<file path="config.mk">
export PLATFORM = sky130hd
export DESIGN_NAME = gprDecode
export DESIGN_NICKNAME = d
export VERILOG_FILES = /design/src/logic/gprDecode.sv
export VERILOG_INCLUDE_DIRS = /design/src /design/src/logic
export SDC_FILE = /design/constraint.sdc
export NUM_CORES = 2
export LEC_CHECK = 0
export ABC_CLOCK_PERIOD_IN_PS = 4170
export BUFFER_PORTS_ARGS = -buffer_cell sky130_fd_sc_hd__buf_2
export CORE_AREA = 10 10 431 433
export CTS_CLUSTER_DIAMETER = 60
export DETAILED_ROUTE_END_ITERATION = 8
export DIE_AREA = 0 0 441 443
export GPL_TIMING_DRIVEN = 0
export HOLD_SLACK_MARGIN = 0.06
export PLACE_DENSITY_LB_ADDON = 0.08
export SETUP_SLACK_MARGIN = 0.2
export SLEW_MARGIN = 10
export SYNTH_ARGS = -nofsm -noshare
export SYNTH_HDL_FRONTEND = slang
export SYNTH_SLANG_ARGS = --single-unit
</file>
<file path="constraint.sdc">
create_clock -name rvvi -period 4.17 [get_ports rvvi]
set_clock_uncertainty 0.2 [all_clocks]
set_input_delay 0.834 -clock rvvi [delete_from_list [all_inputs] [get_ports rvvi]]
set_output_delay 0.834 -clock rvvi [all_outputs]
set_load 0.02 [all_outputs]
</file>
<file path="src/logic/traceBridge_settings.svh">
// Width and count macros for the trace bridge
`ifndef TRACE_BRIDGE_SETTINGS_SVH
`define TRACE_BRIDGE_SETTINGS_SVH

////////////////////
// Datapath widths
////////////////////

// Integer data width of the core
`define XLEN 32

// Retirement order counter
`define ORDER_W 64

// Register file addressing
`define REG_ADDR_W 5
`define NUM_REGS 32

// Destination write ports reported per retirement
`define NUM_RD 2

////////////////////
// Interrupt bus
////////////////////

// Full irq bus, only some lines are watched
`define NUM_IRQ 32

`endif
</file>
<file path="src/logic/gprDecode.sv">
// Stage 2 decode of destination-register writes into the register-wide view
`timescale 1ns/1ps
`include "traceBridge_settings.svh"

module gprDecode (
    input  logic                                  rvvi,
    input  logic                                  rstN_i,
    input  logic                                  s1Valid_i,
    input  logic [`NUM_RD-1:0][`REG_ADDR_W-1:0]   s1RdAddr_i,
    input  logic [`NUM_RD-1:0][`XLEN-1:0]         s1RdWdata_i,
    output logic [`NUM_REGS-1:0]                  xWb_o,
    output logic [`NUM_REGS-1:0][`XLEN-1:0]       xWdata_o
);

    logic [`NUM_REGS-1:0]            wbD;
    logic [`NUM_REGS-1:0][`XLEN-1:0] dataD;

    ////////////////////
    // Port decode
    ////////////////////

    // Later ports override earlier ones, so port 1 wins a tie
    // x0 is never reported
    always_comb begin
        wbD   = '0;
        dataD = '0;
        for (int p = 0; p < `NUM_RD; p++) begin
            if (s1RdAddr_i[p] != '0) begin
                wbD[s1RdAddr_i[p]]   = 1'b1;
                dataD[s1RdAddr_i[p]] = s1RdWdata_i[p];
            end
        end
    end

    ////////////////////
    // Stage 2 register
    ////////////////////

    // Mask clears on idle cycles
    always_ff @(posedge rvvi) begin
        if (!rstN_i) begin
            xWb_o <= '0;
        end else begin
            xWb_o <= s1Valid_i ? wbD : '0;
        end
    end

    // Data zeroed alongside the mask
    always_ff @(posedge rvvi) begin
        xWdata_o <= s1Valid_i ? dataD : '0;
    end

endmodule

</file>
==> results.py <==
metrics = {
    "die": {
        "row_count": 155,
        "dieArea_sq_mm": 0.195,
        "total_core_area_sq_mm": 0.177,
        "initial_core_util_pct": 21.6,
        "design.portCount": 1133,
        "die-height_microns": 443,
        "die_w_microns": 441,
    },
    "power_and_ir_drop": {
        "pwr_density_cell_mw_per_mm2": 475,
        "post-layout-total-power_mw": 24.6,
        "ir_worst_vdd_mv": 0.348,
        "leakage_nw": 25.9,
    },
    "layout": {
        "register_area_sq_mm": 0.0211,
        "nFillCells": 19100,
        "finish.instance_area_sq_mm": 0.0518,
        "post_layout_net_count": 5114,
        "final_cells": 7517,
        "final_cell_mix": "sky130_fd_sc_hd__buf_2 (1375), sky130_fd_sc_hd__dfxtp_1 (1056), sky130_fd_sc_hd__nand2_1 (622), sky130_fd_sc_hd__mux2i_1 (536), sky130_fd_sc_hd__o21ai_0 (307)",
        "flow.area_growth_from_synthesis_pct": 34.9,
        "mostFrequentLayoutCell": "sky130_fd_sc_hd__buf_2",
        "layout-drive-gt1-share_pct": 32.8,
        "multi_input_comb_area_sq_mm": 0.0149,
    },
    "setup_path": {
        "path_class": "input port to flip-flop",
        "arrival_ps": 4010,
        "crit_required_ps": 4710,
        "worstPathMaxFanout": 10,
        "worstSetupStartpointType": "input port",
        "critPathCaptureType": "flip-flop",
    },
    "grt": {
        "grt_start_max_net_pins": 17,
        "global_route.usage.met1_pct": 35.3,
        "grt_usage_pct": 29.7,
        "antenna_found_initial": 56,
        "globalRouteMet2Util_pct": 50.1,
        "grt_overflow_total": 0,
        "grt_pass1_wl_microns": 384000,
        "grt_use_met3_pct": 6.72,
        "globalRoute.busiestLayer": "met2",
        "grt_pass1_vias": 36600,
    },
    "timing": {
        "tightest_slew_ps": 1420,
        "unrepaired_setup_endpoints_after_global_routing": "no",
        "finalHoldViolCount": 0,
        "finalSetupViolCount": 0,
        "post-route-min-period_ps": 3470,
        "timing_max_transition_violations_final": 0,
        "slew-limit-headroom_pct": 5.25,
        "achievable-frequency_mhz": 288,
        "min_period_over_period_pct": 83.3,
        "final.setup.worst_slack_ps": 697,
    },
    "synth": {
        "synth_seq_cells": 1056,
        "synth_area_per_cell_sq_um": 10.3,
        "yosys_synthesis_warning_count": 0,
        "synth.lib_cells_used.distinct": 41,
        "synth_cells": 3735,
        "syn_area_sq_mm": 0.0384,
        "synth.yosys.seq_area_share_pct": 55.1,
        "asyncSetResetFlopFracSynth_pct": 0,
        "number_of_enable_flip_flop_cells_after_synthesis": 0,
        "synth_ff_type": "sky130_fd_sc_hd__dfxtp_1",
    },
    "place": {
        "placedInstanceArea_sq_mm": 0.0471,
        "gp_routability_congestion": 0.844,
        "numPortBuffers": 1126,
        "dp_slack_ps": -140,
        "hpwl_microns": 231000,
        "dp.cells": 7248,
    },
    "clocking": {
        "cts.clk_slew.worst_paths_ps": 60,
        "cts-htree-levels": 4,
        "postCtsResizedCells": 0,
        "post_cts.repair.setup_buffers": 0,
        "tritoncts.num_buffers": 142,
        "clock_root_buffer": "sky130_fd_sc_hd__clkbuf_16",
        "ctsHoldBuffers": 0,
        "cts_tree": "done",
        "clock_tree.buffer_depth": 3,
        "numClockSinks": 1056,
    },
    "routing": {
        "drt_drc_violations_left": 0,
        "detail_route.wirelength_microns": 304000,
        "drt_iter0_drc": 3502,
        "ant_nets": 0,
        "vias_per_cell": 4.88,
        "routed_wire_length_per_instance_microns": 40.5,
        "drt-pass1-iter-count": 5,
        "routed-via-count": 36700,
    },
    "job": {
        "number_of_maximum_capacitance_violations": 0,
    },
    "run_status": {
        "result_of_the_run": "complete, no violations",
    },
    "worst_hold_path": {
        "min_path_type": "input port to flip-flop",
    },
}
## critical path: stages
cell and delay, ps:
sky130_fd_sc_hd__buf_4 170, sky130_fd_sc_hd__nor3b_2 940, sky130_fd_sc_hd__buf_2 790, sky130_fd_sc_hd__clkbuf_1 890, sky130_fd_sc_hd__nand2_1 110, sky130_fd_sc_hd__mux2i_1 220
## cell type report
class	instances	area share [%]
clock inverters	52	1.12
repair buffers	1126	10.9
clock buffers	201	7.86
diodes	16	0.0773
flip-flops and latches	1056	40.8
well taps	2355	5.69
plain buffers	520	4.73
multi-input cells	2191	28.8
## final timing paths
path / slack, ps / startpoint / cells past startpoint / end
hold / removal: 150 / s1RdWdata_i[52] / 2 / xWdata_o[948]$_SDFF_PN0_
setup / recovery: 700 / s1RdAddr_i[3] / 6 / xWdata_o[267]$_SDFF_PN0_
## flip-flops by register name (all words and copies together), names as in the netlist
signal / count
xWdata_o: 1024
xWb_o: 32
## metrics by stage
step	TNS (ps)	hold WS, ps	util [%]
global route	0	131	29.2
CTS	0	88.2	29.2
detailed placement	-1020	972	26.6
finish	0	150	29.2
global placement	-774	964	26.6
floorplan	0	760	-
## metal layers
metal,wire (microns),vias up
li1,-,15600
met1,122000,18800
met2,146000,1829
met3,19700,475
met4,16400,10
met5,67,-
## power by group
group	leakage (nW)	switching (mW)	internal, mW
clock network	2.26	5.17	7.23
logic	15.1	1.56	0.364
registers	8.54	0.0664	10.2
total	25.9	6.80	17.8
## synth_stat cells, types with 3 or more instances
library cell               instances  area share (%)
sky130_fd_sc_hd__a21oi_1          31            0.40
sky130_fd_sc_hd__a22o_1          115             2.6
sky130_fd_sc_hd__a22oi_1           4           0.078
sky130_fd_sc_hd__a32o_1           14            0.37
sky130_fd_sc_hd__and3b_1           6            0.14
sky130_fd_sc_hd__and4_1           32            0.73
sky130_fd_sc_hd__and4b_1          64             1.7
sky130_fd_sc_hd__buf_1            25            0.24
sky130_fd_sc_hd__buf_2           249             3.2
sky130_fd_sc_hd__buf_4            32            0.63
sky130_fd_sc_hd__buf_6             4            0.12
sky130_fd_sc_hd__clkbuf_1        188             1.8
sky130_fd_sc_hd__clkbuf_2         22            0.29
sky130_fd_sc_hd__dfxtp_1        1056              55
sky130_fd_sc_hd__mux2i_1         536              14
sky130_fd_sc_hd__nand2_1         622             6.1
sky130_fd_sc_hd__nand2_2          12            0.20
sky130_fd_sc_hd__nand3_1           9            0.12
sky130_fd_sc_hd__nand3b_1          4           0.078
sky130_fd_sc_hd__nor2_1           11            0.11
sky130_fd_sc_hd__nor2_2            6           0.098
sky130_fd_sc_hd__nor3b_2           3           0.098
sky130_fd_sc_hd__nor3b_4           3            0.15
sky130_fd_sc_hd__nor4bb_1         32            0.83
sky130_fd_sc_hd__o211ai_1        306             6.0
sky130_fd_sc_hd__o21ai_0         307             4.0
sky130_fd_sc_hd__o21ai_1           3           0.039
sky130_fd_sc_hd__o22ai_1          21            0.34
## cell families (layout without fill, tap and decap cells)
logic type	count (synthesis)	count (layout)	synth area share [%]
AOI/OAI and AO/OA	803	803	13.9
buffers and inverters	520	1899	6.36
muxes	536	536	14.0
and+or+nand+nor	819	819	10.6
DFF	1056	1056	55.1
other	1	49	0.00978
No activity file was read; power rests on OpenSTA's default activity.
