### src/logic/traceBridge_settings.svh
// Width and count macros for the trace bridge
`ifndef TRACE_BRIDGE_SETTINGS_SVH
`define TRACE_BRIDGE_SETTINGS_SVH

////////////////////
// Datapath widths
////////////////////

// Integer data width of the core
`define XLEN 32

// Retirement order counter
`define ORDER_W 64

// Register file addressing
`define REG_ADDR_W 5
`define NUM_REGS 32

// Destination write ports reported per retirement
`define NUM_RD 2

////////////////////
// Interrupt bus
////////////////////

// Full irq bus, only some lines are watched
`define NUM_IRQ 32

`endif
### src/logic/tracePkg.sv
// Package with CSR slot enum, net identifier enum and the irq line map
package tracePkg;

    ////////////////////
    // CSR slots
    ////////////////////

    // Machine CSRs forwarded to the checker, one slot each
    typedef enum logic [2:0] {
        Mstatus,
        Mie,
        Mtvec,
        Mscratch,
        Mepc,
        Mcause
    } csrSel_e;

    // Slot count follows the enum
    localparam int NUM_CSR = int'(Mcause) + 1;

    ////////////////////
    // Watched nets
    ////////////////////

    // Event order is priority order, lowest first
    typedef enum logic [4:0] {
        MSwIrq, MTimerIrq, MExtIrq,
        Local0, Local1, Local2, Local3, Local4, Local5, Local6, Local7,
        Local8, Local9, Local10, Local11, Local12, Local13, Local14, Local15,
        HaltReq
    } netId_e;

    localparam int NUM_NET = int'(HaltReq) + 1;

    // Interrupt nets sit below HaltReq
    localparam int NUM_IRQ_NET = int'(HaltReq);

    // irq bus bit for each interrupt net
    localparam int NET_IRQ_BIT [NUM_IRQ_NET] = '{
        3, 7, 11,
        16, 17, 18, 19, 20, 21, 22, 23,
        24, 25, 26, 27, 28, 29, 30, 31
    };

endpackage

### src/logic/netMonitor.sv
// Serializer of interrupt and halt-request change events
`timescale 1ns/1ps
`include "traceBridge_settings.svh"

module netMonitor (
    input  logic                  rvvi,
    input  logic                  rstN_i,
    input  logic [`NUM_IRQ-1:0]   irq_i,
    input  logic                  debugReq_i,
    output logic                  netValid_o,
    output tracePkg::netId_e      netId_o,
    output logic                  netLevel_o
);

    import tracePkg::*;

    // Current level of each watched net, indexed by netId_e
    logic [NUM_NET-1:0] levelD;
    // Last level reported per net
    logic [NUM_NET-1:0] shadowQ;
    logic [NUM_NET-1:0] diffD;
    netId_e             pickD;
    logic               foundD;

    ////////////////////
    // Gather levels
    ////////////////////

    always_comb begin
        for (int i = 0; i < NUM_IRQ_NET; i++) begin
            levelD[i] = irq_i[NET_IRQ_BIT[i]];
        end
        levelD[HaltReq] = debugReq_i;
    end

    assign diffD = levelD ^ shadowQ;

    // Lowest differing net goes first
    always_comb begin
        pickD  = MSwIrq;
        foundD = 1'b0;
        for (int i = 0; i < NUM_NET; i++) begin
            if (diffD[i] && !foundD) begin
                pickD  = netId_e'(i);
                foundD = 1'b1;
            end
        end
    end

    ////////////////////
    // Event register
    ////////////////////

    // Only the reported net catches up, the rest wait their turn
    always_ff @(posedge rvvi) begin
        if (!rstN_i) begin
            shadowQ    <= '0;
            netValid_o <= 1'b0;
        end else begin
            netValid_o <= foundD;
            if (foundD) begin
                shadowQ[pickD] <= levelD[pickD];
            end
        end
    end

    always_ff @(posedge rvvi) begin
        netId_o    <= pickD;
        netLevel_o <= levelD[pickD];
    end

endmodule

### config.mk
export PLATFORM = sky130hd
export DESIGN_NAME = netMonitor
export DESIGN_NICKNAME = d
export VERILOG_FILES = /design/src/logic/tracePkg.sv /design/src/logic/netMonitor.sv
export VERILOG_INCLUDE_DIRS = /design/src /design/src/logic
export SDC_FILE = /design/constraint.sdc
export NUM_CORES = 1
export LEC_CHECK = 0
export ABC_AREA = 1
export BUFFER_PORTS_ARGS = -buffer_cell sky130_fd_sc_hd__buf_2
export CAP_MARGIN = 15
export CELL_PAD_IN_SITES_DETAIL_PLACEMENT = 0
export CELL_PAD_IN_SITES_GLOBAL_PLACEMENT = 1
export CORE_ASPECT_RATIO = 0.6
export CORE_MARGIN = 1.5
export CORE_UTILIZATION = 38
export CTS_CLUSTER_SIZE = 16
export DETAILED_ROUTE_END_ITERATION = 8
export PLACE_DENSITY = 0.77
export SLEW_MARGIN = 20
export SYNTH_ARGS = -nofsm -noshare
export SYNTH_HDL_FRONTEND = slang
export SYNTH_SLANG_ARGS = --single-unit
### constraint.sdc
create_clock -name rvvi -period 3 [get_ports rvvi]
set_input_delay 0.3 -clock rvvi [delete_from_list [all_inputs] [get_ports rvvi]]
set_output_delay 0.3 -clock rvvi [all_outputs]
set_load 0.005 [all_outputs]
==> impl.org <==
** Outcome
- Outcome :: completed

** Layout
- At the end of the flow, the number of nets in the layout was 338.
- Most common library cell in the layout ignoring fill and taps :: sky130_fd_sc_hd__nand2_1
- After the flow finishes, the layout carries non-filler instances totaling 362.
- Cells with a size suffix above 1 make up 42.4% of the layout.
- From synthesis to final layout, the design area changed by 36.6%.
- Most frequent cells in the layout :: 44 x sky130_fd_sc_hd__nand2_1, 31 x sky130_fd_sc_hd__inv_1, 31 x sky130_fd_sc_hd__buf_4
- Antenna diode instance count :: 0

** Worst setup path
- Delay of the slowest cell on the worst path :: 0.34 ns
- Of all nets on the critical path, the largest fanout is 6.
- Slowest stage cell on the critical path :: sky130_fd_sc_hd__dfxtp_2
- The critical path is of the reg -> reg type.
- Kind of cell adding the most delay to the critical path :: simple AND/OR/NAND/NOR gates
- Counting stages on the worst path, the most repeated cell is sky130_fd_sc_hd__nor2_4.
- Reg-to-reg endpoint :: shadowQ[19]
- Source of the critical timing path :: shadowQ[2]
- Critical R2R Launch :: shadowQ[2]
- The critical path contains buffers and inverters numbering 3 combined.
- Arrival @ worst endpoint :: 3.16 ns
- The worst register-to-register path has a depth of 25.
- Flop-to-flop setup slack :: 0.02 ns
- STA classifies the critical path endpoint as a flip-flop.
- Category of the worst setup path launch point :: flip-flop
- Data on the critical path is required at its endpoint by 3.18 ns.

** Detailed routing
- Number of detailed-routing iterations run before antenna repair :: 4
- Average routed wire per standard cell :: 12.4 µm
- Final antenna-violating net count :: 0
- Via Count :: 1661
- Initial drt markers :: 90
- For this block, the routed nets add up to 4.50 mm of wire.
- Via-to-Cell Ratio :: 4.59
- Remaining routing DRC violations :: 0

** STA
- The clock arrives with 0.00370 ns of skew.
- Fin crit period :: 2.98 ns
- The final count of pins violating max slew was 0.
- After layout, the worst path uses 99.2% of the clock period.
- Worst path setup slack after routing :: 0.0227 ns
- The hold violation count in the final report was 0.
- Setup violations remaining at the end of the flow were counted as 0.
- RSZ-0062 raised after global routing :: true
- Measured slew at the worst slew-check pin :: 0.539 ns
- Worst slew slack as a fraction of its limit :: 63.7%
- Max Freq :: 336 MHz

** Clocking
- The tree built by TritonCTS fans out to 27 sinks.
- Clock slew at the register clock pins of the worst setup and hold paths :: 0.10 ns
- Clock tree from TritonCTS :: done
- Maximum clock path buffer count :: 2
- In this run, post-CTS hold repair placed 0 buffers.
- Number of H-tree levels :: 1
- Clock latency of the later-clocked register in the worst-skew pair :: 0.28 ns
- Root buffer cell :: sky130_fd_sc_hd__clkbuf_8
- TritonCTS Buffers :: 3

** Synth
- For this run, asynchronously set or reset flops after synthesis account for 0%.
- Number of enable-type register cells in the synthesized netlist :: 0
- Average cell area after synthesis :: 7.29 µm²
- sky130_fd_sc_hd__dfxtp_1 takes more of the synthesized area than any other cell.
- Synthesis produced 240 cells.
- Count of state elements after synthesis :: 27
- Yosys warning total :: 0
- Register area share after synthesis :: 30.9%
- When the netlist entered floorplanning its net count stood at 275.
- Of the post-synthesis cell area, the dominant cell type holds 30.9%.
- Ranking of synthesized cells by area :: sky130_fd_sc_hd__dfxtp_1 31%, sky130_fd_sc_hd__nand2_1 12%, sky130_fd_sc_hd__a21oi_2 9.5%, sky130_fd_sc_hd__inv_1 7.1%, sky130_fd_sc_hd__xnor2_1 6.0%
- For this run, the leading register cell type out of synthesis is sky130_fd_sc_hd__dfxtp_1.
- The number of different library cells used by synthesis comes to 32.
- The cell area that synthesis handed to floorplanning was 1750 µm².

** Floorplanning
- In this run the horizontal extent of the chip is 90.6 µm.
- The floorplan step defined a die boundary enclosing 5030 µm².
- From bottom edge to top edge, the die measures 55.6 µm.
- During I/O placement, the number of pins put on the boundary was 42.
- Row count :: 18
- Floorplan core area :: 4260 µm²
- Once the floorplan was initialized, standard cells occupied 41.1% of the core.

** Min path
- Worst hold stages :: 3
- The path with the worst hold slack has its endpoint at shadowQ[0].
- The tightest min-delay check is of the in -> reg type.
- The startpoint identified for the worst hold timing path is irq_i[3].

** Place
- Before CTS, the worst setup slack after placement is -0.149 ns.
- The congestion estimate from routability-driven global placement came to 0.789.
- Once placement completed, the tool counted placed cells totaling 355.
- Buffers on Ports :: 28
- Sum of net half-perimeters after detailed placement :: 3.41 mm

** Global routing
- The number of antenna violations at the first check in global routing was 0.
- The via count of the first global-routing pass is 1477.
- Global routing finished with a remaining overflow of 0.
- Pin count of the biggest net entering global routing :: 22
- Across every metal layer, demand over resource in global routing totals 18.0%.
- First-pass GRT wire length :: 7.14 mm

** Pwr
- Maximum vdd drop :: 0.189 mV
- Power density over the cells :: 376 nW/µm²
- Leakage power figure :: 1.17 nW

** Run
- Max-Cap Viols :: 0
-- routing by layer --
metal  routed length [µm]  global-route usage (%)  vias to the layer above  part of all wire (%)
met1                 2550                    28.0                      721                    57
met3                  243                    4.13                        5                   5.4
met4                   46                    4.08                        0                   1.0
li1                     -                       -                      897                     -
met5                    0                       0                        -                     0
met2                 1660                    24.6                       38                    37
-- flip-flops by register name, indices dropped and copies added, names as in the netlist --
| signal | count |
|---|---|
| netLevel_o | 1 |
| shadowQ | 20 |
| netValid_o | 1 |
| netId_o | 5 |
-- worst max path at each step --
stage | to | slack [ns] | depth (start not counted)
2_1_floorplan | shadowQ[3] | 0.39 | 25
3_3_place_gp | shadowQ[4] | -0.08 | 26
3_5_place_dp | shadowQ[4] | -0.15 | 26
4_1_cts | shadowQ[4] | 0.002 | 25
5_1_grt | shadowQ[19] | -0.22 | 25
6_report | shadowQ[19] | 0.02 | 25
-- cells by family after synthesis --
| group | count (synthesis) | synth area share (%) |
|---|---|---|
| flops | 27 | 30.9 |
| xor+xnor | 16 | 8.44 |
| compound gates | 43 | 16.5 |
| simple gates | 113 | 33.8 |
| buf+inv | 41 | 10.3 |
-- power by group --
group | total (mW) | internal (mW) | leakage (nW) | switching (mW)
combinational | 0.299 | 0.135 | 0.925 | 0.164
clock | 0.221 | 0.0937 | 0.0255 | 0.127
sequential | 0.377 | 0.372 | 0.221 | 0.00517
-- area by class of cell --
class | count | area (µm²)
Sequential cell | 27 | 546
Timing Repair Buffer | 63 | 458
Fill cell | 436 | 1870
Tap cell | 60 | 75.1
Multi-Input combinational cell | 172 | 1120
Inverter | 36 | 140
Clock buffer | 3 | 41.3
Clock inverter | 1 | 5.00
-- worst reg2reg max path, delay by kind of cell, from the launching register on --
kind                   cells  cell delay (ns)
AND/OR/NAND/NOR           20             2.08
AO/OA/AOI/OAI              2             0.15
buffers and inverters      3             0.28
flip-flops                 1             0.34
-- what timing repair did --
| item | 4_1_cts | 5_1_grt |
|---|---|---|
| endpoints found under the hold margin | 0 | 0 |
| gates cloned | 0 | 1 |
| setup endpoints to repair | 17 | 20 |
| setup buffers | 0 | 2 |
| pin swaps | 0 | 21 |
| gates resized for setup | 1 | 31 |
-- metrics by stage --
step / hold slack (ns) / cell area, µm² / total power, mW / setup TNS (ns) / util, %
after floorplan: 0.393 / 1750 / 0.536 / 0 / -
after global placement: 0.511 / 2200 / 0.643 / -1.22 / 51.6
after detailed placement: 0.521 / 2200 / 0.644 / -2.50 / 51.6
after CTS: 0.215 / 2250 / 0.863 / 0 / 52.8
after global routing: 0.250 / 2390 / 0.946 / -3.63 / 56.1
final: 0.219 / 2390 / 0.898 / 0 / 56.1
-- Yosys cell counts (3+ instances only) --
cell type / count
sky130_fd_sc_hd__dfxtp_1: 27
sky130_fd_sc_hd__nor2_1: 15
sky130_fd_sc_hd__nand3_1: 11
sky130_fd_sc_hd__nor4_1: 3
sky130_fd_sc_hd__nand2_2: 4
sky130_fd_sc_hd__nand2_1: 55
sky130_fd_sc_hd__inv_2: 3
sky130_fd_sc_hd__nor2_2: 3
sky130_fd_sc_hd__o21ai_1: 3
sky130_fd_sc_hd__xnor2_1: 12
sky130_fd_sc_hd__nor3b_1: 3
sky130_fd_sc_hd__nand4_1: 4
sky130_fd_sc_hd__a21oi_2: 19
sky130_fd_sc_hd__inv_1: 33
sky130_fd_sc_hd__o21ai_0: 19
sky130_fd_sc_hd__xor2_1: 3
No activity file was read; power rests on OpenSTA's default activity.
