File: config.mk
export PLATFORM = sky130hd
export DESIGN_NAME = rvfiCapture
export DESIGN_NICKNAME = d
export VERILOG_FILES = /design/src/logic/tracePkg.sv /design/src/logic/rvfiCapture.sv
export VERILOG_INCLUDE_DIRS = /design/src /design/src/logic
export SDC_FILE = /design/constraint.sdc
export NUM_CORES = 1
export LEC_CHECK = 0
export ABC_AREA = 1
export BUFFER_PORTS_ARGS = -buffer_cell sky130_fd_sc_hd__buf_2
export CAP_MARGIN = 20
export CORE_AREA = 2 2 612 614
export CTS_CLUSTER_SIZE = 20
export DETAILED_ROUTE_END_ITERATION = 10
export DIE_AREA = 0 0 614 616
export HOLD_SLACK_MARGIN = 0.15
export PLACE_DENSITY_LB_ADDON = 0.1
export SLEW_MARGIN = 10
export SYNTH_ARGS = -nofsm -noshare
export SYNTH_HDL_FRONTEND = slang
export SYNTH_SLANG_ARGS = --single-unit
export TNS_END_PERCENT = 10
File: constraint.sdc
create_clock -name rvvi -period 0.8 [get_ports rvvi]
set_clock_uncertainty 0.1 [all_clocks]
set_input_delay 0.08 -clock rvvi [delete_from_list [all_inputs] [get_ports rvvi]]
set_output_delay 0.08 -clock rvvi [all_outputs]
set_load 0.05 [all_outputs]
File: src/logic/traceBridge_settings.svh
// Width and count macros for the trace bridge
`ifndef TRACE_BRIDGE_SETTINGS_SVH
`define TRACE_BRIDGE_SETTINGS_SVH

////////////////////
// Datapath widths
////////////////////

// Integer data width of the core
`define XLEN 32

// Retirement order counter
`define ORDER_W 64

// Register file addressing
`define REG_ADDR_W 5
`define NUM_REGS 32

// Destination write ports reported per retirement
`define NUM_RD 2

////////////////////
// Interrupt bus
////////////////////

// Full irq bus, only some lines are watched
`define NUM_IRQ 32

`endif
File: src/logic/tracePkg.sv
// Package with CSR slot enum, net identifier enum and the irq line map
package tracePkg;

    ////////////////////
    // CSR slots
    ////////////////////

    // Machine CSRs forwarded to the checker, one slot each
    typedef enum logic [2:0] {
        Mstatus,
        Mie,
        Mtvec,
        Mscratch,
        Mepc,
        Mcause
    } csrSel_e;

    // Slot count follows the enum
    localparam int NUM_CSR = int'(Mcause) + 1;

    ////////////////////
    // Watched nets
    ////////////////////

    // Event order is priority order, lowest first
    typedef enum logic [4:0] {
        MSwIrq, MTimerIrq, MExtIrq,
        Local0, Local1, Local2, Local3, Local4, Local5, Local6, Local7,
        Local8, Local9, Local10, Local11, Local12, Local13, Local14, Local15,
        HaltReq
    } netId_e;

    localparam int NUM_NET = int'(HaltReq) + 1;

    // Interrupt nets sit below HaltReq
    localparam int NUM_IRQ_NET = int'(HaltReq);

    // irq bus bit for each interrupt net
    localparam int NET_IRQ_BIT [NUM_IRQ_NET] = '{
        3, 7, 11,
        16, 17, 18, 19, 20, 21, 22, 23,
        24, 25, 26, 27, 28, 29, 30, 31
    };

endpackage

File: src/logic/rvfiCapture.sv
// Stage 1 register of the RVFI retirement fields
`timescale 1ns/1ps
`include "traceBridge_settings.svh"

module rvfiCapture (
    input  logic                                      rvvi,
    input  logic                                      rstN_i,
    // Retirement trace in
    input  logic                                      rvfiValid_i,
    input  logic [`ORDER_W-1:0]                       rvfiOrder_i,
    input  logic [`XLEN-1:0]                          rvfiInsn_i,
    input  logic [`XLEN-1:0]                          rvfiPc_i,
    input  logic                                      rvfiTrap_i,
    input  logic                                      rvfiIntr_i,
    input  logic [`NUM_RD-1:0][`REG_ADDR_W-1:0]       rvfiRdAddr_i,
    input  logic [`NUM_RD-1:0][`XLEN-1:0]             rvfiRdWdata_i,
    input  logic [tracePkg::NUM_CSR-1:0][`XLEN-1:0]   rvfiCsrWdata_i,
    input  logic [tracePkg::NUM_CSR-1:0][`XLEN-1:0]   rvfiCsrWmask_i,
    input  logic [tracePkg::NUM_CSR-1:0][`XLEN-1:0]   rvfiCsrRdata_i,
    // Stage 1 out
    output logic                                      s1Valid_o,
    output logic [`ORDER_W-1:0]                       s1Order_o,
    output logic [`XLEN-1:0]                          s1Insn_o,
    output logic [`XLEN-1:0]                          s1Pc_o,
    output logic                                      s1Trap_o,
    output logic                                      s1Intr_o,
    output logic [`NUM_RD-1:0][`REG_ADDR_W-1:0]       s1RdAddr_o,
    output logic [`NUM_RD-1:0][`XLEN-1:0]             s1RdWdata_o,
    output logic [tracePkg::NUM_CSR-1:0][`XLEN-1:0]   s1CsrWdata_o,
    output logic [tracePkg::NUM_CSR-1:0][`XLEN-1:0]   s1CsrWmask_o,
    output logic [tracePkg::NUM_CSR-1:0][`XLEN-1:0]   s1CsrRdata_o
);

    ////////////////////
    // Valid flag
    ////////////////////

    // One pulse per retirement, no back-pressure
    always_ff @(posedge rvvi) begin
        if (!rstN_i) begin
            s1Valid_o <= 1'b0;
        end else begin
            s1Valid_o <= rvfiValid_i;
        end
    end

    ////////////////////
    // Payload
    ////////////////////

    // Loaded on valid only
    // Idle cycles keep the last retirement
    always_ff @(posedge rvvi) begin
        if (rvfiValid_i) begin
            s1Order_o    <= rvfiOrder_i;
            s1Insn_o     <= rvfiInsn_i;
            s1Pc_o       <= rvfiPc_i;
            s1Trap_o     <= rvfiTrap_i;
            s1Intr_o     <= rvfiIntr_i;
            s1RdAddr_o   <= rvfiRdAddr_i;
            s1RdWdata_o  <= rvfiRdWdata_i;
            s1CsrWdata_o <= rvfiCsrWdata_i;
            s1CsrWmask_o <= rvfiCsrWmask_i;
            s1CsrRdata_o <= rvfiCsrRdata_i;
        end
    end

endmodule

==> metrics, run 1 <==
Final WS setup -0.954 ns; total track usage 9.91%; Antenna Nets Post-Route 0; initial antenna violation count about 110; Clk network pwr share between 30% and 40%; Core Rows about 220; average routed wire per standard cell 21.4 um; post-cts hold buffer count ~1.5k; Setup-failing EPs final 2190; Netlist cell types 4; syn_area_per_cell about 30 sq um; clock slew at reported path FFs about 0.080 ns; crit path DAT 1.57 ns; Chip Width 614 um; XOR/XNOR share of the synthesized area 0%; most common cell after layout, fill and taps aside dlygate4sd3_1; clk root buf clkbuf_16; RSZ-0062 raised after global routing true; Compound-Gate Fraction of Synth Area 0%; Layout area overhead 176%; Synth Area in Simple Gates less than 1%; Max Root-Sink Buffers 4; Area contributors post-synth edfxtp_1, dfxtp_1, inv_1; routed vias 21.8k; power per cell area 2060 nW/um^2; Placer Congestion about 0.76; Startpoint Class register; post-synthesis register bit count 781; max-cap violations 0; combinational power share 24.4%; die area 378000 sq um; H-tree depth 3; min-delay worst type input pin to register; Final min period 1.75 ns; status finished with violations; vias in the first global route 24.0k; adder-cell area share of the yosys netlist 0%; hold endpoint s1Pc_o[23]; initial DRC count 831; Via density 2.39; Max Freq 570 MHz; IO buf count between 1.5k and 2k; Core ar. 371000 sq um; Post-CTS Setup Bufs 0; crit-path cells buf_12 > buf_12; first-pass GRT wire length 244 mm; crit-path most repeated cell buf_12; Top delay family on crit path flip-flops; Reg power frac about two fifths; critical path depth 2; Hold Startpoint rvfiPc_i[23]; Max stage delay on crit path 0.43 ns; most frequent cells in the layout dlygate4sd3_1, buf_2, edfxtp_1, buf_12, buf_6; Max VDD drop 0.00161 V; share of post-route cells with drive strength above 1 around 44%; critical path capture point type output port; Hold Slack -0.0190 ns; proportion of synthesized area in mux cells 0%; count of final hold-check violations 10; Net Count, Synth 1566; Req. time, crit path 0.62 ns; Internal 0.0921 W; largest family of logic cells by synthesized area buffers and inverters; worst rel slew slack 52.7%; GRT overflow 0; drt first pass iters 4; fin crit share 219%; Post-Synthesis Cells between 700 and 800; HPWL after DPL 165 mm; Lkg Pwr 25.0 nW; Cell Area, Synth 23400 sq um; clock sinks 781; Starting Density 6.31%; post-synthesis sequential area ratio roughly 100%; WL final 195 mm; nets between 4k and 5k; drt drc 0; TritonCTS clock tree built; largest net degree at the start of global routing between 40 and 50; Final Max Slew Viols 0; DIE HEIGHT 616 um; slew at the pin closest to its max-slew limit 0.707 ns; total I/O pin count 1564; YS warnings 0; Yosys top cell by area edfxtp_1; NetSw roughly 0.041 W; Power, Total 0.133 W; TNS Setup -1111.95 ns; violated checks hold timing, setup timing; CP max-delay cell edfxtp_1; Max FO, Critical Path 1; post-synth top area share between 90% and 100%; WHS Path Cells 2; Buf/Inv on CP 2; WS Path Type register to output port; number of CTS-inserted buffers 116; switch share 30.9%
-- flip-flops by register name, indices dropped and copies added, names as in the netlist --
register and cells:
s1Insn_o 32, s1CsrRdata_o 192, s1CsrWdata_o 192, s1Intr_o 1
s1RdWdata_o 64, s1Trap_o 1, s1Pc_o 32, s1Valid_o 1
s1CsrWmask_o 192, s1RdAddr_o 10, s1Order_o 64
-- Yosys cell counts, drive strengths merged --
cell    count
dfxtp       1
edfxtp    780
inv         1
nand2       1
-- metrics by stage --
| stage | instances | worst slack (ns) | util, % | instance area, sq um | hold slack (ns) |
|---|---|---|---|---|---|
| global route | 9101 | -1.07 | 17.4 | 64600 | -0.0746 |
| detailed placement | 7410 | -0.656 | 11.9 | 44200 | 0.158 |
| global placement | 7410 | -0.670 | 11.9 | 44200 | 0.157 |
| CTS | 9075 | -1.11 | 17.2 | 64000 | -0.0909 |
| floorplan | 783 | 0.0194 | - | 23500 | 0.0735 |
| finish | 9118 | -0.954 | 17.4 | 64600 | -0.0190 |
-- logic make-up (layout without fill, tap and decap cells) --
family	count (synthesis)	after routing
buffers and inverters	1	3320
AND/OR/NAND/NOR	1	1
flip-flops	781	781
other	0	44
-- power by group through the flow --
stage | registers, W | logic (W) | clock network [W]
after floorplan | 0.0617 | 0.00000174 | 0
after global placement | 0.0518 | 0.0256 | 0
after detailed placement | 0.0517 | 0.0255 | 0
after CTS | 0.0513 | 0.0331 | 0.0524
after global routing | 0.0516 | 0.0339 | 0.0534
final | 0.0512 | 0.0326 | 0.0495
-- layer usage --
layer | part of all wire (%) | up-vias | global-route usage, %
li1 | - | 9795 | -
met1 | 37 | 10600 | 10.7
met2 | 52 | 976 | 18.1
met3 | 7.4 | 301 | 3.09
met4 | 3.4 | 46 | 3.29
met5 | 0.18 | - | 0.115
-- area by class of cell --
| cell class | count | area (sq um) |
|---|---|---|
| Fill cell | 40800 | 307000 |
| Timing Repair Buffer | 3115 | 31300 |
| Sequential cell | 781 | 23400 |
| Tap cell | 4972 | 6220 |
| Clock buffer | 140 | 2990 |
| Clock inverter | 64 | 544 |
| Antenna cell | 44 | 110 |
| Multi-Input combinational cell | 1 | 3.75 |
| Inverter | 1 | 3.75 |
-- repair_timing --
| action | in CTS | in global routing |
|---|---|---|
| endpoints found under the setup margin | 781 | 1790 |
| gates resized for setup | 524 | 269 |
| hold endpoints to repair | 1561 | 100 |
-- how the worst max path moves through the flow --
stage / from / endpoint
after floorplan: s1CsrRdata_o[0] / s1CsrRdata_o[0]
after global placement: rvfiValid_i / s1CsrWmask_o[143]
after detailed placement: rvfiValid_i / s1CsrWdata_o[76]
after CTS: s1CsrWdata_o[57] / s1CsrWdata_o[57]
after global routing: s1CsrWdata_o[57] / s1CsrWdata_o[57]
final: s1CsrWdata_o[57] / s1CsrWdata_o[57]
(Power assumes the default switching activity.)
==> run 2, diff against run 1 <==
Settings changed: SETUP_SLACK_MARGIN from default to 0.15.
==> metrics, run 2 (synthesized netlist as in run 1, its figures left out) <==
status finished with violations; violated checks hold timing, setup timing; Placer Congestion 0.760 (unchanged); first-pass GRT wire length 237 mm (-3.1%); DP Area 44200 sq um (unchanged); crit path DAT 1.58 ns (about the same); Core Rows 224 (unchanged); Placed Cells 7410 (unchanged); GRT overflow 0 (unchanged); WS Path Type register to output port; largest net degree at the start of global routing 43 (unchanged); most frequent cells in the layout buf_2, dlygate4sd3_1, edfxtp_1, buf_12, buf_6; most common cell after layout, fill and taps aside buf_2; Core ar. 371000 sq um (unchanged); Post-CTS Setup Bufs 0 (unchanged); Final min period 1.76 ns (+0.00326 ns); total I/O pin count 1564 (unchanged); drt first pass iters 4 (unchanged); count of final hold-check violations 638 (+628); average routed wire per standard cell 22.7 um (+6.4%); TNS Setup -1073.67 ns (+38.28 ns); clock slew at reported path FFs 0.08 ns (about the same); Max FO, Critical Path 1 (unchanged); total track usage 9.75% (-0.16 points); RSZ-0062 raised after global routing true; Hold Startpoint rvfiCsrWmask_i[127]; Max Freq 569 MHz (-0.19%); TritonCTS clock tree built; Setup-failing EPs final 1563 (-29%); initial antenna violation count 115 (+1.8%); met2 wire length 99.5 mm (-1.4%); WHS Path Cells 2 (unchanged); min-delay worst type input pin to register; post-cts hold buffer count 784 (-46%); Max Root-Sink Buffers 4 (unchanged); critical path capture point type output port; share of post-route cells with drive strength above 1 52.9% (+8.8 points); Via density 2.28 (-4.6%); H-tree depth 3 (unchanged); design area 57900 sq um (-10%); Power, Total 0.131 W (-1.9%); Antenna Nets Post-Route 0 (unchanged); WL final 192 mm (-1.6%); nets 4123 (-14%); power per cell area 2260 nW/um^2 (+9.6%); Lkg Pwr 22.2 nW (-11%); Hold Slack -0.140 ns (-0.121 ns); DIE HEIGHT 616 um (unchanged); Post-Layout Cell Count 8437 (-7.5%); number of CTS-inserted buffers 116 (unchanged); routed vias 19.2k (-12%); DR WL met3 14.9 mm (+3.3%); Layout area overhead 147%; Starting Density 6.31% (unchanged); initial DRC count 872 (+4.9%); clock sinks 781 (unchanged); Req. time, crit path 0.62 ns (about the same); hold endpoint s1CsrWmask_o[127]; worst rel slew slack 53.3% (+0.58 points); Startpoint Class register; drt drc 0 (unchanged); Top Registers s1CsrRdata_o x192, s1CsrWdata_o x192, s1CsrWmask_o x192; Max VDD drop 0.00161 V (-0.11%); HPWL after DPL 165 mm (unchanged); Final Max Slew Viols 0 (unchanged); max-cap violations 0 (unchanged); vias in the first global route 21.2k (-12%); slew at the pin closest to its max-slew limit 0.698 ns (-0.00865 ns); die area 378000 sq um (unchanged); clk root buf clkbuf_16; Top Metal Used met5; IO buf count 1563 (unchanged); fin crit share 220% (+0.41 points); Fill cells 41.1k (+0.76%); Final WS setup -0.957 ns (-0.00326 ns); Chip Width 614 um (unchanged); Post-Route M1 WL 70.9 mm (-2.2%)
run 2: cell types whose count changed in the layout (fill, tap and decap cells not counted):
cell,before,now
clkbuf_4,1,0
diode_2,44,39
buf_12,402,403
buf_2,846,844
dlygate4sd3_1,1462,784
buf_6,356,360
run 2: how the worst max path moves through the flow:
stage	endpoint	cells after the start	startpoint	slack, ns
after floorplan	s1CsrRdata_o[0]	0	s1CsrRdata_o[0]	0.02
after global placement	s1CsrWmask_o[143]	4	rvfiValid_i	-0.67
after detailed placement	s1CsrWdata_o[76]	4	rvfiValid_i	-0.66
after CTS	s1CsrWdata_o[57]	2	s1CsrWdata_o[57]	-1.11
after global routing	s1CsrWdata_o[57]	2	s1CsrWdata_o[57]	-1.07
final	s1CsrWdata_o[57]	2	s1CsrWdata_o[57]	-0.96
run 2: area by class of cell:
class,count,area (sq um),share of cell area (%)
inverters,1,3.75,0.00649
multi-input cells,1,3.75,0.00649
repair buffers,2439,24600,42.4
clock buffers,140,2990,5.17
diodes,39,97.6,0.169
well taps,4972,6220,10.7
flip-flops and latches,781,23400,40.5
clock inverters,64,544,0.940
run 2: power by group:
group / switching (W) / internal [W] / leakage [nW]
clock: 0.0209 / 0.0287 / 1.71
sequential: 0.00242 / 0.0488 / 7.64
combinational: 0.0176 / 0.0126 / 12.8
run 2: metrics by stage:
stage	setup WS, ns	utilization, %
CTS	-1.11	15.4
finish	-0.957	15.6
detailed placement	-0.656	11.9
global route	-1.07	15.6
floorplan	0.0194	-
global placement	-0.670	11.9
run 2: critical path, stage by stage (launching register included):
cell and delay, ns:
edfxtp_1 0.43, buf_12 0.17, buf_12 0.15
run 2: per-layer routing:
metal / vias up / GRT usage [%]
li1: 8443 / -
met1: 9427 / 10.6
met2: 980 / 17.8
met3: 298 / 3.11
met4: 50 / 2.89
met5: - / 0.115
run 2: timing repair:
action                                  4_1_cts  5_1_grt
endpoints found under the setup margin      781     1564
pin swaps                                     0        0
endpoints found under the hold margin      1561      777
resized for setup                           525      276
