===== config.mk =====
export PLATFORM = sky130hd
export DESIGN_NAME = csrMerge
export DESIGN_NICKNAME = d
export VERILOG_FILES = /design/src/logic/tracePkg.sv /design/src/logic/csrMerge.sv
export VERILOG_INCLUDE_DIRS = /design/src /design/src/logic
export SDC_FILE = /design/constraint.sdc
export NUM_CORES = 1
export LEC_CHECK = 0
export ABC_AREA = 0
export BUFFER_PORTS_ARGS = -buffer_cell sky130_fd_sc_hd__buf_2
export CORE_AREA = 2 2 302 304
export CTS_CLUSTER_SIZE = 30
export DETAILED_ROUTE_END_ITERATION = 7
export DIE_AREA = 0 0 304 306
export PLACE_DENSITY = 0.39
export SLEW_MARGIN = 20
export SYNTH_ARGS = -nofsm -noshare
export SYNTH_HDL_FRONTEND = slang
export SYNTH_SLANG_ARGS = --single-unit

===== constraint.sdc =====
create_clock -name rvvi -period 3.02 [get_ports rvvi]
set_input_delay 0.151 -clock rvvi [delete_from_list [all_inputs] [get_ports rvvi]]
set_output_delay 0.151 -clock rvvi [all_outputs]
set_load 0.005 [all_outputs]

===== src/logic/traceBridge_settings.svh =====
// Width and count macros for the trace bridge
`ifndef TRACE_BRIDGE_SETTINGS_SVH
`define TRACE_BRIDGE_SETTINGS_SVH

////////////////////
// Datapath widths
////////////////////

// Integer data width of the core
`define XLEN 32

// Retirement order counter
`define ORDER_W 64

// Register file addressing
`define REG_ADDR_W 5
`define NUM_REGS 32

// Destination write ports reported per retirement
`define NUM_RD 2

////////////////////
// Interrupt bus
////////////////////

// Full irq bus, only some lines are watched
`define NUM_IRQ 32

`endif

===== src/logic/tracePkg.sv =====
// Package with CSR slot enum, net identifier enum and the irq line map
package tracePkg;

    ////////////////////
    // CSR slots
    ////////////////////

    // Machine CSRs forwarded to the checker, one slot each
    typedef enum logic [2:0] {
        Mstatus,
        Mie,
        Mtvec,
        Mscratch,
        Mepc,
        Mcause
    } csrSel_e;

    // Slot count follows the enum
    localparam int NUM_CSR = int'(Mcause) + 1;

    ////////////////////
    // Watched nets
    ////////////////////

    // Event order is priority order, lowest first
    typedef enum logic [4:0] {
        MSwIrq, MTimerIrq, MExtIrq,
        Local0, Local1, Local2, Local3, Local4, Local5, Local6, Local7,
        Local8, Local9, Local10, Local11, Local12, Local13, Local14, Local15,
        HaltReq
    } netId_e;

    localparam int NUM_NET = int'(HaltReq) + 1;

    // Interrupt nets sit below HaltReq
    localparam int NUM_IRQ_NET = int'(HaltReq);

    // irq bus bit for each interrupt net
    localparam int NET_IRQ_BIT [NUM_IRQ_NET] = '{
        3, 7, 11,
        16, 17, 18, 19, 20, 21, 22, 23,
        24, 25, 26, 27, 28, 29, 30, 31
    };

endpackage


===== src/logic/csrMerge.sv =====
// Stage 2 CSR value merge, change flags and the pipeline valid register
`timescale 1ns/1ps
`include "traceBridge_settings.svh"

module csrMerge (
    input  logic                                      rvvi,
    input  logic                                      rstN_i,
    input  logic                                      s1Valid_i,
    input  logic [tracePkg::NUM_CSR-1:0][`XLEN-1:0]   s1CsrWdata_i,
    input  logic [tracePkg::NUM_CSR-1:0][`XLEN-1:0]   s1CsrWmask_i,
    input  logic [tracePkg::NUM_CSR-1:0][`XLEN-1:0]   s1CsrRdata_i,
    output logic                                      valid_o,
    output logic [tracePkg::NUM_CSR-1:0][`XLEN-1:0]   csrValue_o,
    output logic [tracePkg::NUM_CSR-1:0]              csrWb_o
);

    import tracePkg::*;

    // Merged value per slot, before the register
    logic [NUM_CSR-1:0][`XLEN-1:0] mergedD;
    // Slots whose merged value moved away from the last report
    logic [NUM_CSR-1:0]            changedD;

    ////////////////////
    // Mask rule
    ////////////////////

    // Write data under the mask, read data elsewhere
    always_comb begin
        for (int i = 0; i < NUM_CSR; i++) begin
            mergedD[i] = (s1CsrWdata_i[i] & s1CsrWmask_i[i])
                       | (s1CsrRdata_i[i] & ~s1CsrWmask_i[i]);
        end
    end

    // Compare against what the checker last saw
    // csrValue_o holds that value between retirements
    always_comb begin
        for (int i = 0; i < NUM_CSR; i++) begin
            changedD[i] = (mergedD[i] != csrValue_o[i]);
        end
    end

    ////////////////////
    // Stage 2 register
    ////////////////////

    // Valid for the whole stage 2
    always_ff @(posedge rvvi) begin
        if (!rstN_i) begin
            valid_o <= 1'b0;
        end else begin
            valid_o <= s1Valid_i;
        end
    end

    // Reported values double as the shadow copies
    // Write-back flags only live for one output cycle
    always_ff @(posedge rvvi) begin
        if (!rstN_i) begin
            csrValue_o <= '0;
            csrWb_o    <= '0;
        end else if (s1Valid_i) begin
            csrValue_o <= mergedD;
            csrWb_o    <= changedD;
        end else begin
            csrWb_o    <= '0;
        end
    end

endmodule


==> flow_summary.toml, run 1 <==
[synth]
synthCells = 1099
synth_fp_nets = 1678
synth_top_area_cell = "dfxtp_1"
syn_area_mm2 = 0.0109
seq_area_frac_synth_pct = 36.5
synthDistinctLibCells = 12
yosys-top-cells-area = "dfxtp_1 (36%), mux2i_1 (18%), o211a_1 (18%)"
ys_warn_count = 0
synth_seq_cells = 199
yosys.area.top_type_share_pct = 36.5
synth_area_per_cell_um2 = 9.94

[placed_design]
gp_congestion = 0.768
io_buffers = 777
dpl.hpwl_mm = 49.5
post-place-ws_ps = 498

[sta]
hold_viol = 0
max_freq_mhz = 427
max_slew_margin_pct = 50.1
finClkSkew_ps = 20.3
layout_min_cycle_time_ps = 2340
fin_crit_sh_pct = 77.5
finalSetupTns_ps = 0
slew_violations = 0
setup_slack_ps = 680
grt_setup_unrepaired = "no"
setup_viol = 0
worst_slew_pin_slew_ps = 742

[grt]
grt_pass1_wl_mm = 83.7
gr-usage-all-layers_pct = 12.6
antenna_found_initial = 33
grt.overflow.total = 0
grt_max_degree = 95
grt_pass1_vias = 12600

[layout]
multiInputGateArea_mm2 = 0.00666
final_nets = 2728
seqCellArea_mm2 = 0.00398
fillCellCount = 10000
syn_to_final_growth_pct = 80.6
drive_above_1_share_pct = 38.7

[floorplanning]
die_area_mm2 = 0.0930
floorplan.initialDensity_pct = 12.2
rows = 110
fp.dieH_um = 306
die_x_um = 304
ios = 778
core_mm2 = 0.0896

[route]
vias = 12400
drt-total-wl_mm = 60.3
drc_errors = 0
drtPass1Iterations = 5
wire_per_inst_um = 18.0
viasPerCell = 3.71
drt_iter0_drc = 535
antenna_left = 0

[clock_tree]
cts_root_buf = "clkbuf_16"
cts_buffers = 17
ctsHoldBuffers = 289
post_cts_buffers = 0
cts_max_level = 4
clock_path_buffers = 2
clock-sinks = 199
path_clk_slew_ps = 80
cts_tree = "done"
cts_resized = 0
clk_latency_ps = 520

[critical_path]
crit_slowest_cell = "nor4_1"
r2r_start = "csrValue_o[3]"
critical_path_arrival_ps = 2710
startpoint_type = "input port"
path_max_fanout = 2
cp.required_ps = 3380
startpoint = "s1CsrRdata_i[3]"
reg2reg_slack_ps = 850
cp-endpoint = "csrWb_o[0]"
crit_family = "simple AND/OR/NAND/NOR gates"
end_kind = "flop"
reg2regPathDepth = 4
crit_buf_inv = 2
slowest_delay_ps = 700
criticalPathCategory = "in2reg"
worst-path-stages = 7
crit_chain = "dlygate4sd3_1 -> buf_2 -> mux2i_1 -> xor2_1 -> nand4_1 -> nor4_1 -> a21oi_1"
regToRegEndpoint = "csrWb_o[0]"

[flow_run]
maxCapViolCount = 0

[power]
p_leak_uw = 0.0111
powerDensity_mw_per_mm2 = 375
vdd_drop_max_mv = 0.478

[min_path]
min_from = "s1CsrWdata_i[100]"
hold_path.class = "in2reg"

[run_status]
outcome = "complete, no violations"
==> sequential cells by signal, indices dropped and copies added, names as in the netlist <==
| signal | flops |
|---|---|
| valid_o | 1 |
| csrValue_o | 192 |
| csrWb_o | 6 |
==> logic make-up after synthesis <==
kind of cell / Yosys count / share of synthesized area (%)
AND/OR/NAND/NOR: 253 / 10.1
XOR/XNOR: 192 / 15.4
AO/OA/AOI/OAI: 198 / 17.9
flip-flops: 199 / 36.5
buffers and inverters: 65 / 2.64
multiplexers: 192 / 17.6
==> cell usage in the layout, fill, tap and decap left out, types with 2 or more instances in the layout <==
cell type	count
dlygate4sd3_1	289
clkinv_2	7
o211a_1	192
clkbuf_16	17
mux2i_1	192
nand4_1	48
nand2_1	193
a21oi_1	6
dfxtp_1	199
xor2_1	192
buf_4	25
buf_12	4
clkbuf_8	3
clkinv_4	2
buf_2	775
nor4_1	12
diode_2	9
inv_6	2
==> layout make-up <==
class | count | area share [%]
multi-input combinational | 835 | 33.7
sequential | 199 | 20.2
inverter | 1 | 0.0190
clock inverter | 12 | 0.393
timing repair buffer | 1095 | 35.8
tap | 1176 | 7.45
clock buffer | 20 | 2.31
antenna | 9 | 0.114
==> synthesized netlist by cell type <==
cell type and number:
dfxtp_1 199, nand2_1 193, mux2i_1 192, o211a_1 192
xor2_1 192, nand4_1 48, buf_2 36, clkbuf_1 20
nor4_1 12, buf_1 8, a21oi_1 6, inv_1 1
==> routing by layer <==
| layer | vias up | share of wire [%] | GRT usage, % |
|---|---|---|---|
| li1 | 6095 | - | - |
| met1 | 5714 | 41 | 14.2 |
| met2 | 517 | 48 | 21.7 |
| met3 | 90 | 7.6 | 4.62 |
| met4 | 12 | 2.9 | 4.29 |
| met5 | - | 0.13 | 0 |
==> tightest hold or removal path, stage by stage <==
cell	delay [ps]
buf_2	70
mux2i_1	110
nand2_1	90
o211a_1	120
==> how the worst min path moves through the flow <==
| stage | depth (start not counted) | slack (ps) | endpoint |
|---|---|---|---|
| after CTS | 4 | 0.3 | csrValue_o[15] |
| after floorplan | 3 | 430 | csrValue_o[159] |
| after global routing | 4 | 20 | csrValue_o[72] |
| final | 4 | 50 | csrValue_o[100] |
| after global placement | 1 | 500 | csrValue_o[31] |
| after detailed placement | 1 | 510 | csrValue_o[19] |
==> per-stage QoR <==
| step | total power (µW) | std cells | area (µm²) | utilization [%] | hold slack (ps) |
|---|---|---|---|---|---|
| floorplan | 3850 | 1099 | 10900 | - | 435 |
| global placement | 4880 | 3017 | 16300 | 18.2 | 500 |
| detailed placement | 4880 | 3017 | 16300 | 18.2 | 508 |
| CTS | 7610 | 3338 | 19700 | 22.0 | 0.285 |
| global route | 7870 | 3341 | 19700 | 22.0 | 23.7 |
| finish | 7410 | 3347 | 19700 | 22.0 | 45.5 |
==> power by group <==
part           total (µW)  internal, µW  switching [µW]
combinational        2140          1160             978
clock                2270          1090            1180
sequential           3000          2820             178
No activity file was read; power rests on OpenSTA's default activity.
==> inputs of run 2 (changes only) <==
--- a/config.mk
+++ b/config.mk
@@ -8,10 +8,10 @@
 export LEC_CHECK = 0
 export ABC_AREA = 0
 export BUFFER_PORTS_ARGS = -buffer_cell sky130_fd_sc_hd__buf_2
-export CORE_AREA = 2 2 302 304
+export CORE_AREA = 2 2 304 306
 export CTS_CLUSTER_SIZE = 30
 export DETAILED_ROUTE_END_ITERATION = 7
-export DIE_AREA = 0 0 304 306
+export DIE_AREA = 0 0 306 308
 export PLACE_DENSITY = 0.39
 export SLEW_MARGIN = 20
 export SYNTH_ARGS = -nofsm -noshare
==> constraint.sdc (replaced) <==
create_clock -name rvvi -period 2.35 [get_ports rvvi]
set_input_delay 0.1175 -clock rvvi [delete_from_list [all_inputs] [get_ports rvvi]]
set_output_delay 0.1175 -clock rvvi [all_outputs]
set_load 0.005 [all_outputs]
==> flow_summary.toml, run 2 (synthesized netlist as in run 1, its figures left out) <==
[run_status]
outcome = "complete, no violations"

[placed_design]
gp_congestion = 0.772
io_buffers = 777
dp.cells = 3035
dpl.hpwl_mm = 47.9

[sta]
grt_setup_unrepaired = "no"
layout_min_cycle_time_ps = 2070
worst_slew_pin_slew_ps = 742
hold_viol = 0
slew_violations = 0
finClkSkew_ps = 20.8
max_slew_margin_pct = 50.1
finalSetupTns_ps = 0
setup_viol = 0
fin_crit_sh_pct = 88.3
max_freq_mhz = 482

[layout]
top_register = "csrValue_o"
drive_above_1_share_pct = 37.9
final_common_cell = "buf_2"
biggestRegsByFlops = "csrValue_o: 192 flops, csrWb_o: 6 flops, valid_o: 1 flops"
final_nets = 2796
seqCellArea_mm2 = 0.00398
final_cells = 3426
multiInputGateArea_mm2 = 0.00666
fillCellCount = 10100
largest_register_ffs = 192
syn_to_final_growth_pct = 87.7
final_cell_mix = "buf_2 (775), dlygate4sd3_1 (349), dfxtp_1 (199)"

[critical_path]
path_max_fanout = 2
criticalPathCategory = "in2reg"
regToRegEndpoint = "csrWb_o[0]"
crit_slowest_cell = "nor4_1"
critical_path_arrival_ps = 2450
startpoint_type = "input port"
crit_chain = "dlygate4sd3_1 -> buf_2 -> mux2i_1 -> xor2_1 -> nand4_1 -> nor4_1 -> a21oi_1"
startpoint = "s1CsrWdata_i[25]"
cp.required_ps = 2730
slowest_delay_ps = 720
end_kind = "flop"
r2r_start = "csrValue_o[25]"
reg2reg_slack_ps = 360
reg2regPathDepth = 4

[min_path]
min_from = "s1CsrRdata_i[31]"
hold_path.class = "in2reg"
hold_depth = 4
hold_end = "csrValue_o[31]"

[floorplanning]
floorplan.initialDensity_pct = 12.0
ios = 778
rows = 111
die_area_mm2 = 0.0942
die_x_um = 306
fp.dieH_um = 308
core_mm2 = 0.0910

[clock_tree]
path_clk_slew_ps = 80
clk_latency_ps = 520
cts_root_buf = "clkbuf_16"
clock_path_buffers = 2
cts_buffers = 17
clock-sinks = 199
cts_tree = "done"
post_cts_buffers = 0
cts_max_level = 4

[grt]
grt_pass1_wl_mm = 82.6
grt_max_degree = 76
grt.overflow.total = 0
grt_pass1_vias = 12900
gr-usage-all-layers_pct = 12.2
antenna_found_initial = 33

[flow_run]
maxCapViolCount = 0

[route]
drc_errors = 0
antenna_left = 0
drt-total-wl_mm = 59.6
drtPass1Iterations = 4
viasPerCell = 3.68
drt_iter0_drc = 386
wire_per_inst_um = 17.4
vias = 12600

[power]
powerDensity_mw_per_mm2 = 483
p_leak_uw = 0.0114
vdd_drop_max_mv = 0.609
-- run 2: cell types whose count changed in the layout (fill, tap and decap cells not counted), sizes merged --
cell | previous run | this run
clkinvlp | 1 | 2
buf | 805 | 814
dlygate4sd3 | 289 | 349
bufinv | 0 | 2
diode | 9 | 10
clkinv | 9 | 5
-- run 2: repair_timing --
item	CTS	global route
gates resized for setup	0	0
hold buffers	349	0
endpoints found under the hold margin	181	0
-- run 2: cell type report --
| type | instances | share of cell area [%] |
|---|---|---|
| Timing Repair Buffer | 1163 | 37.9 |
| Multi-Input combinational cell | 835 | 32.5 |
| Sequential cell | 199 | 19.4 |
| Tap cell | 1186 | 7.24 |
| Clock buffer | 21 | 2.29 |
| Clock inverter | 11 | 0.592 |
| Antenna cell | 10 | 0.122 |
| Inverter | 1 | 0.0183 |
-- run 2: how the worst max path moves through the flow --
stage	end	cells past startpoint
global route	csrWb_o[0]	7
detailed placement	csrWb_o[0]	6
floorplan	csrWb_o[1]	4
CTS	csrWb_o[0]	7
finish	csrWb_o[0]	7
global placement	csrWb_o[0]	6
-- run 2: metrics by stage --
stage / instance area (µm²) / util (%) / total power (µW) / hold slack (ps) / setup WS, ps
4_1_cts: 20500 / 22.5 / 10100 / 0.499 / 207
2_1_floorplan: 10900 / - / 4950 / 401 / 1290
3_3_place_gp: 16400 / 18.0 / 6300 / 501 / 62.0
6_report: 20500 / 22.5 / 9900 / 28.0 / 276
5_1_grt: 20500 / 22.5 / 10500 / 24.4 / 155
3_5_place_dp: 16400 / 18.0 / 6290 / 505 / 112
-- run 2: worst max-delay path, delay by kind of cell --
family,cells,cell delay [ps]
AND/OR/NAND/NOR,2,970
buffers and inverters,2,650
XOR/XNOR,1,360
multiplexers,1,200
AO/OA/AOI/OAI,1,150
-- run 2: power breakdown --
part | internal (µW) | leakage (µW) | switching (µW)
registers | 3620 | 0.00166 | 222
clock network | 1650 | 0.000290 | 1530
logic | 1590 | 0.00950 | 1280
-- run 2: per-layer routing --
layer	global-route usage [%]	vias up	wire length, µm
li1	-	6236	-
met1	13.4	5763	24200
met2	21.3	519	29100
met3	4.08	92	4210
met4	5.22	6	2030
met5	0	-	37
==> inputs of run 3 (changes only) <==
--- a/config.mk
+++ b/config.mk
@@ -8,11 +8,13 @@
 export LEC_CHECK = 0
 export ABC_AREA = 0
 export BUFFER_PORTS_ARGS = -buffer_cell sky130_fd_sc_hd__buf_2
-export CORE_AREA = 2 2 304 306
+export CELL_PAD_IN_SITES_DETAIL_PLACEMENT = 0
+export CELL_PAD_IN_SITES_GLOBAL_PLACEMENT = 1
+export CORE_AREA = 2 2 306 308
 export CTS_CLUSTER_SIZE = 30
 export DETAILED_ROUTE_END_ITERATION = 7
-export DIE_AREA = 0 0 306 308
-export PLACE_DENSITY = 0.39
+export DIE_AREA = 0 0 308 310
+export PLACE_DENSITY = 0.47
 export SLEW_MARGIN = 20
 export SYNTH_ARGS = -nofsm -noshare
 export SYNTH_HDL_FRONTEND = slang
==> flow_summary.toml, run 3 (synthesized netlist as in run 1, its figures left out) <==
[layout]
top_register = "csrValue_o"
final_area_mm2 = 0.0207
largest_register_ffs = 192
post-route-util_pct = 22.3
syn_to_final_growth_pct = 89.0
final_nets = 2806
final_cell_mix = "buf_2 (775), dlygate4sd3_1 (365), dfxtp_1 (199)"
drive_above_1_share_pct = 37.5
biggestRegsByFlops = "csrValue_o: 192 flops, csrWb_o: 6 flops, valid_o: 1 flops"
final_cells = 3443
final_common_cell = "buf_2"

[critical_path]
reg2regPathDepth = 4
path_max_fanout = 2
cp.required_ps = 2740
startpoint_type = "input port"
criticalPathCategory = "in2reg"
crit_family = "XOR/XNOR gates"
r2r_start = "csrValue_o[8]"
end_kind = "flop"
critical_path_arrival_ps = 2560
regToRegEndpoint = "csrWb_o[0]"
slowest_delay_ps = 780
crit_chain = "dlygate4sd3_1 -> buf_2 -> mux2i_1 -> xor2_1 -> nand4_1 -> nor4_1 -> a21oi_1"
crit_slowest_cell = "xor2_1"
crit_buf_inv = 2
reg2reg_slack_ps = 260

[power]
vdd_drop_max_mv = 0.595
p_leak_uw = 0.0115
powerDensity_mw_per_mm2 = 492

[sta]
finalSetupTns_ps = 0
worst_slew_pin_slew_ps = 970
setup_viol = 0
layout_min_cycle_time_ps = 2170
max_freq_mhz = 461
slew_violations = 0
max_slew_margin_pct = 35.1
grt_setup_unrepaired = "no"
fin_crit_sh_pct = 92.4
finClkSkew_ps = 11.7
whs_ps = 60.4
hold_viol = 0

[clock_tree]
cts_buffers = 17
cts_resized = 0
cts_root_buf = "clkbuf_16"
cts_tree = "done"
clock-sinks = 199
clk_latency_ps = 510
path_clk_slew_ps = 80
cts_max_level = 4
clock_path_buffers = 2

[floorplanning]
fp.dieH_um = 310
floorplan.initialDensity_pct = 11.8
die_area_mm2 = 0.0955
rows = 112
die_x_um = 308
core_mm2 = 0.0925
ios = 778

[min_path]
hold_end = "csrValue_o[16]"
min_from = "s1CsrWdata_i[16]"
hold_path.class = "in2reg"
hold_depth = 4

[placed_design]
placed_cell_area_mm2 = 0.0164
dpl.hpwl_mm = 51.8
gp_congestion = 0.829
dp.cells = 3040
io_buffers = 777

[route]
viasPerCell = 3.73
drtPass1Iterations = 4
drt_iter0_drc = 539
antenna_left = 0
wire_per_inst_um = 18.5
vias = 12800
drc_errors = 0
drt-total-wl_mm = 63.8

[flow_run]
maxCapViolCount = 0

[grt]
grt.overflow.total = 0
grt_max_degree = 73
gr-usage-all-layers_pct = 12.9
grt_pass1_wl_mm = 87.3
antenna_found_initial = 33
grt_pass1_vias = 13000

[run_status]
outcome = "complete, no violations"
## run 3: timing repair
| action | CTS | global route |
|---|---|---|
| hold buffers | 365 | 0 |
| setup buffers | 0 | 0 |
| endpoints found under the hold margin | 186 | 0 |
## run 3: how the worst max path moves through the flow
stage | to | startpoint | depth (start not counted) | slack (ps)
floorplan | csrWb_o[1] | csrValue_o[61] | 4 | 1290
global placement | csrWb_o[0] | s1CsrWmask_i[8] | 6 | -3
detailed placement | csrWb_o[0] | s1CsrWmask_i[8] | 6 | -30
CTS | csrWb_o[0] | s1CsrRdata_i[8] | 7 | 150
global route | csrWb_o[0] | s1CsrRdata_i[8] | 7 | 4
finish | csrWb_o[0] | s1CsrRdata_i[8] | 7 | 180
## run 3: per-layer routing
layer | global-route usage [%] | vias to the layer above | share of wire, %
met5 | 0 | - | 0.091
li1 | - | 6247 | -
met1 | 14.5 | 5953 | 40
met2 | 22.2 | 540 | 48
met3 | 4.48 | 95 | 8.1
met4 | 5.17 | 10 | 3.1
## run 3: through the flow
step                      power, µW  setup slack [ps]
final                         10200               180
after global routing          10800              3.94
after CTS                     10500               151
after detailed placement       6330             -33.3
after global placement         6310             -3.46
after floorplan                4950              1290
## run 3: area by class of cell
| type | count | area, µm² |
|---|---|---|
| multi-input cells | 835 | 6660 |
| flip-flops and latches | 199 | 3980 |
| well taps | 1197 | 1500 |
| inverters | 1 | 3.75 |
| clock inverters | 13 | 193 |
| clock buffers | 19 | 443 |
| repair buffers | 1173 | 7870 |
| diodes | 6 | 15.0 |
| fillers | 10300 | 71800 |
## run 3: power by group
part	switching [µW]	internal, µW
combinational	1310	1610
sequential	234	3620
clock	1560	1820
total	3110	7060
## run 3: tightest hold or removal path, stage by stage
cell	delay [ps]
buf_2	90
mux2i_1	110
nand2_1	80
o211a_1	130
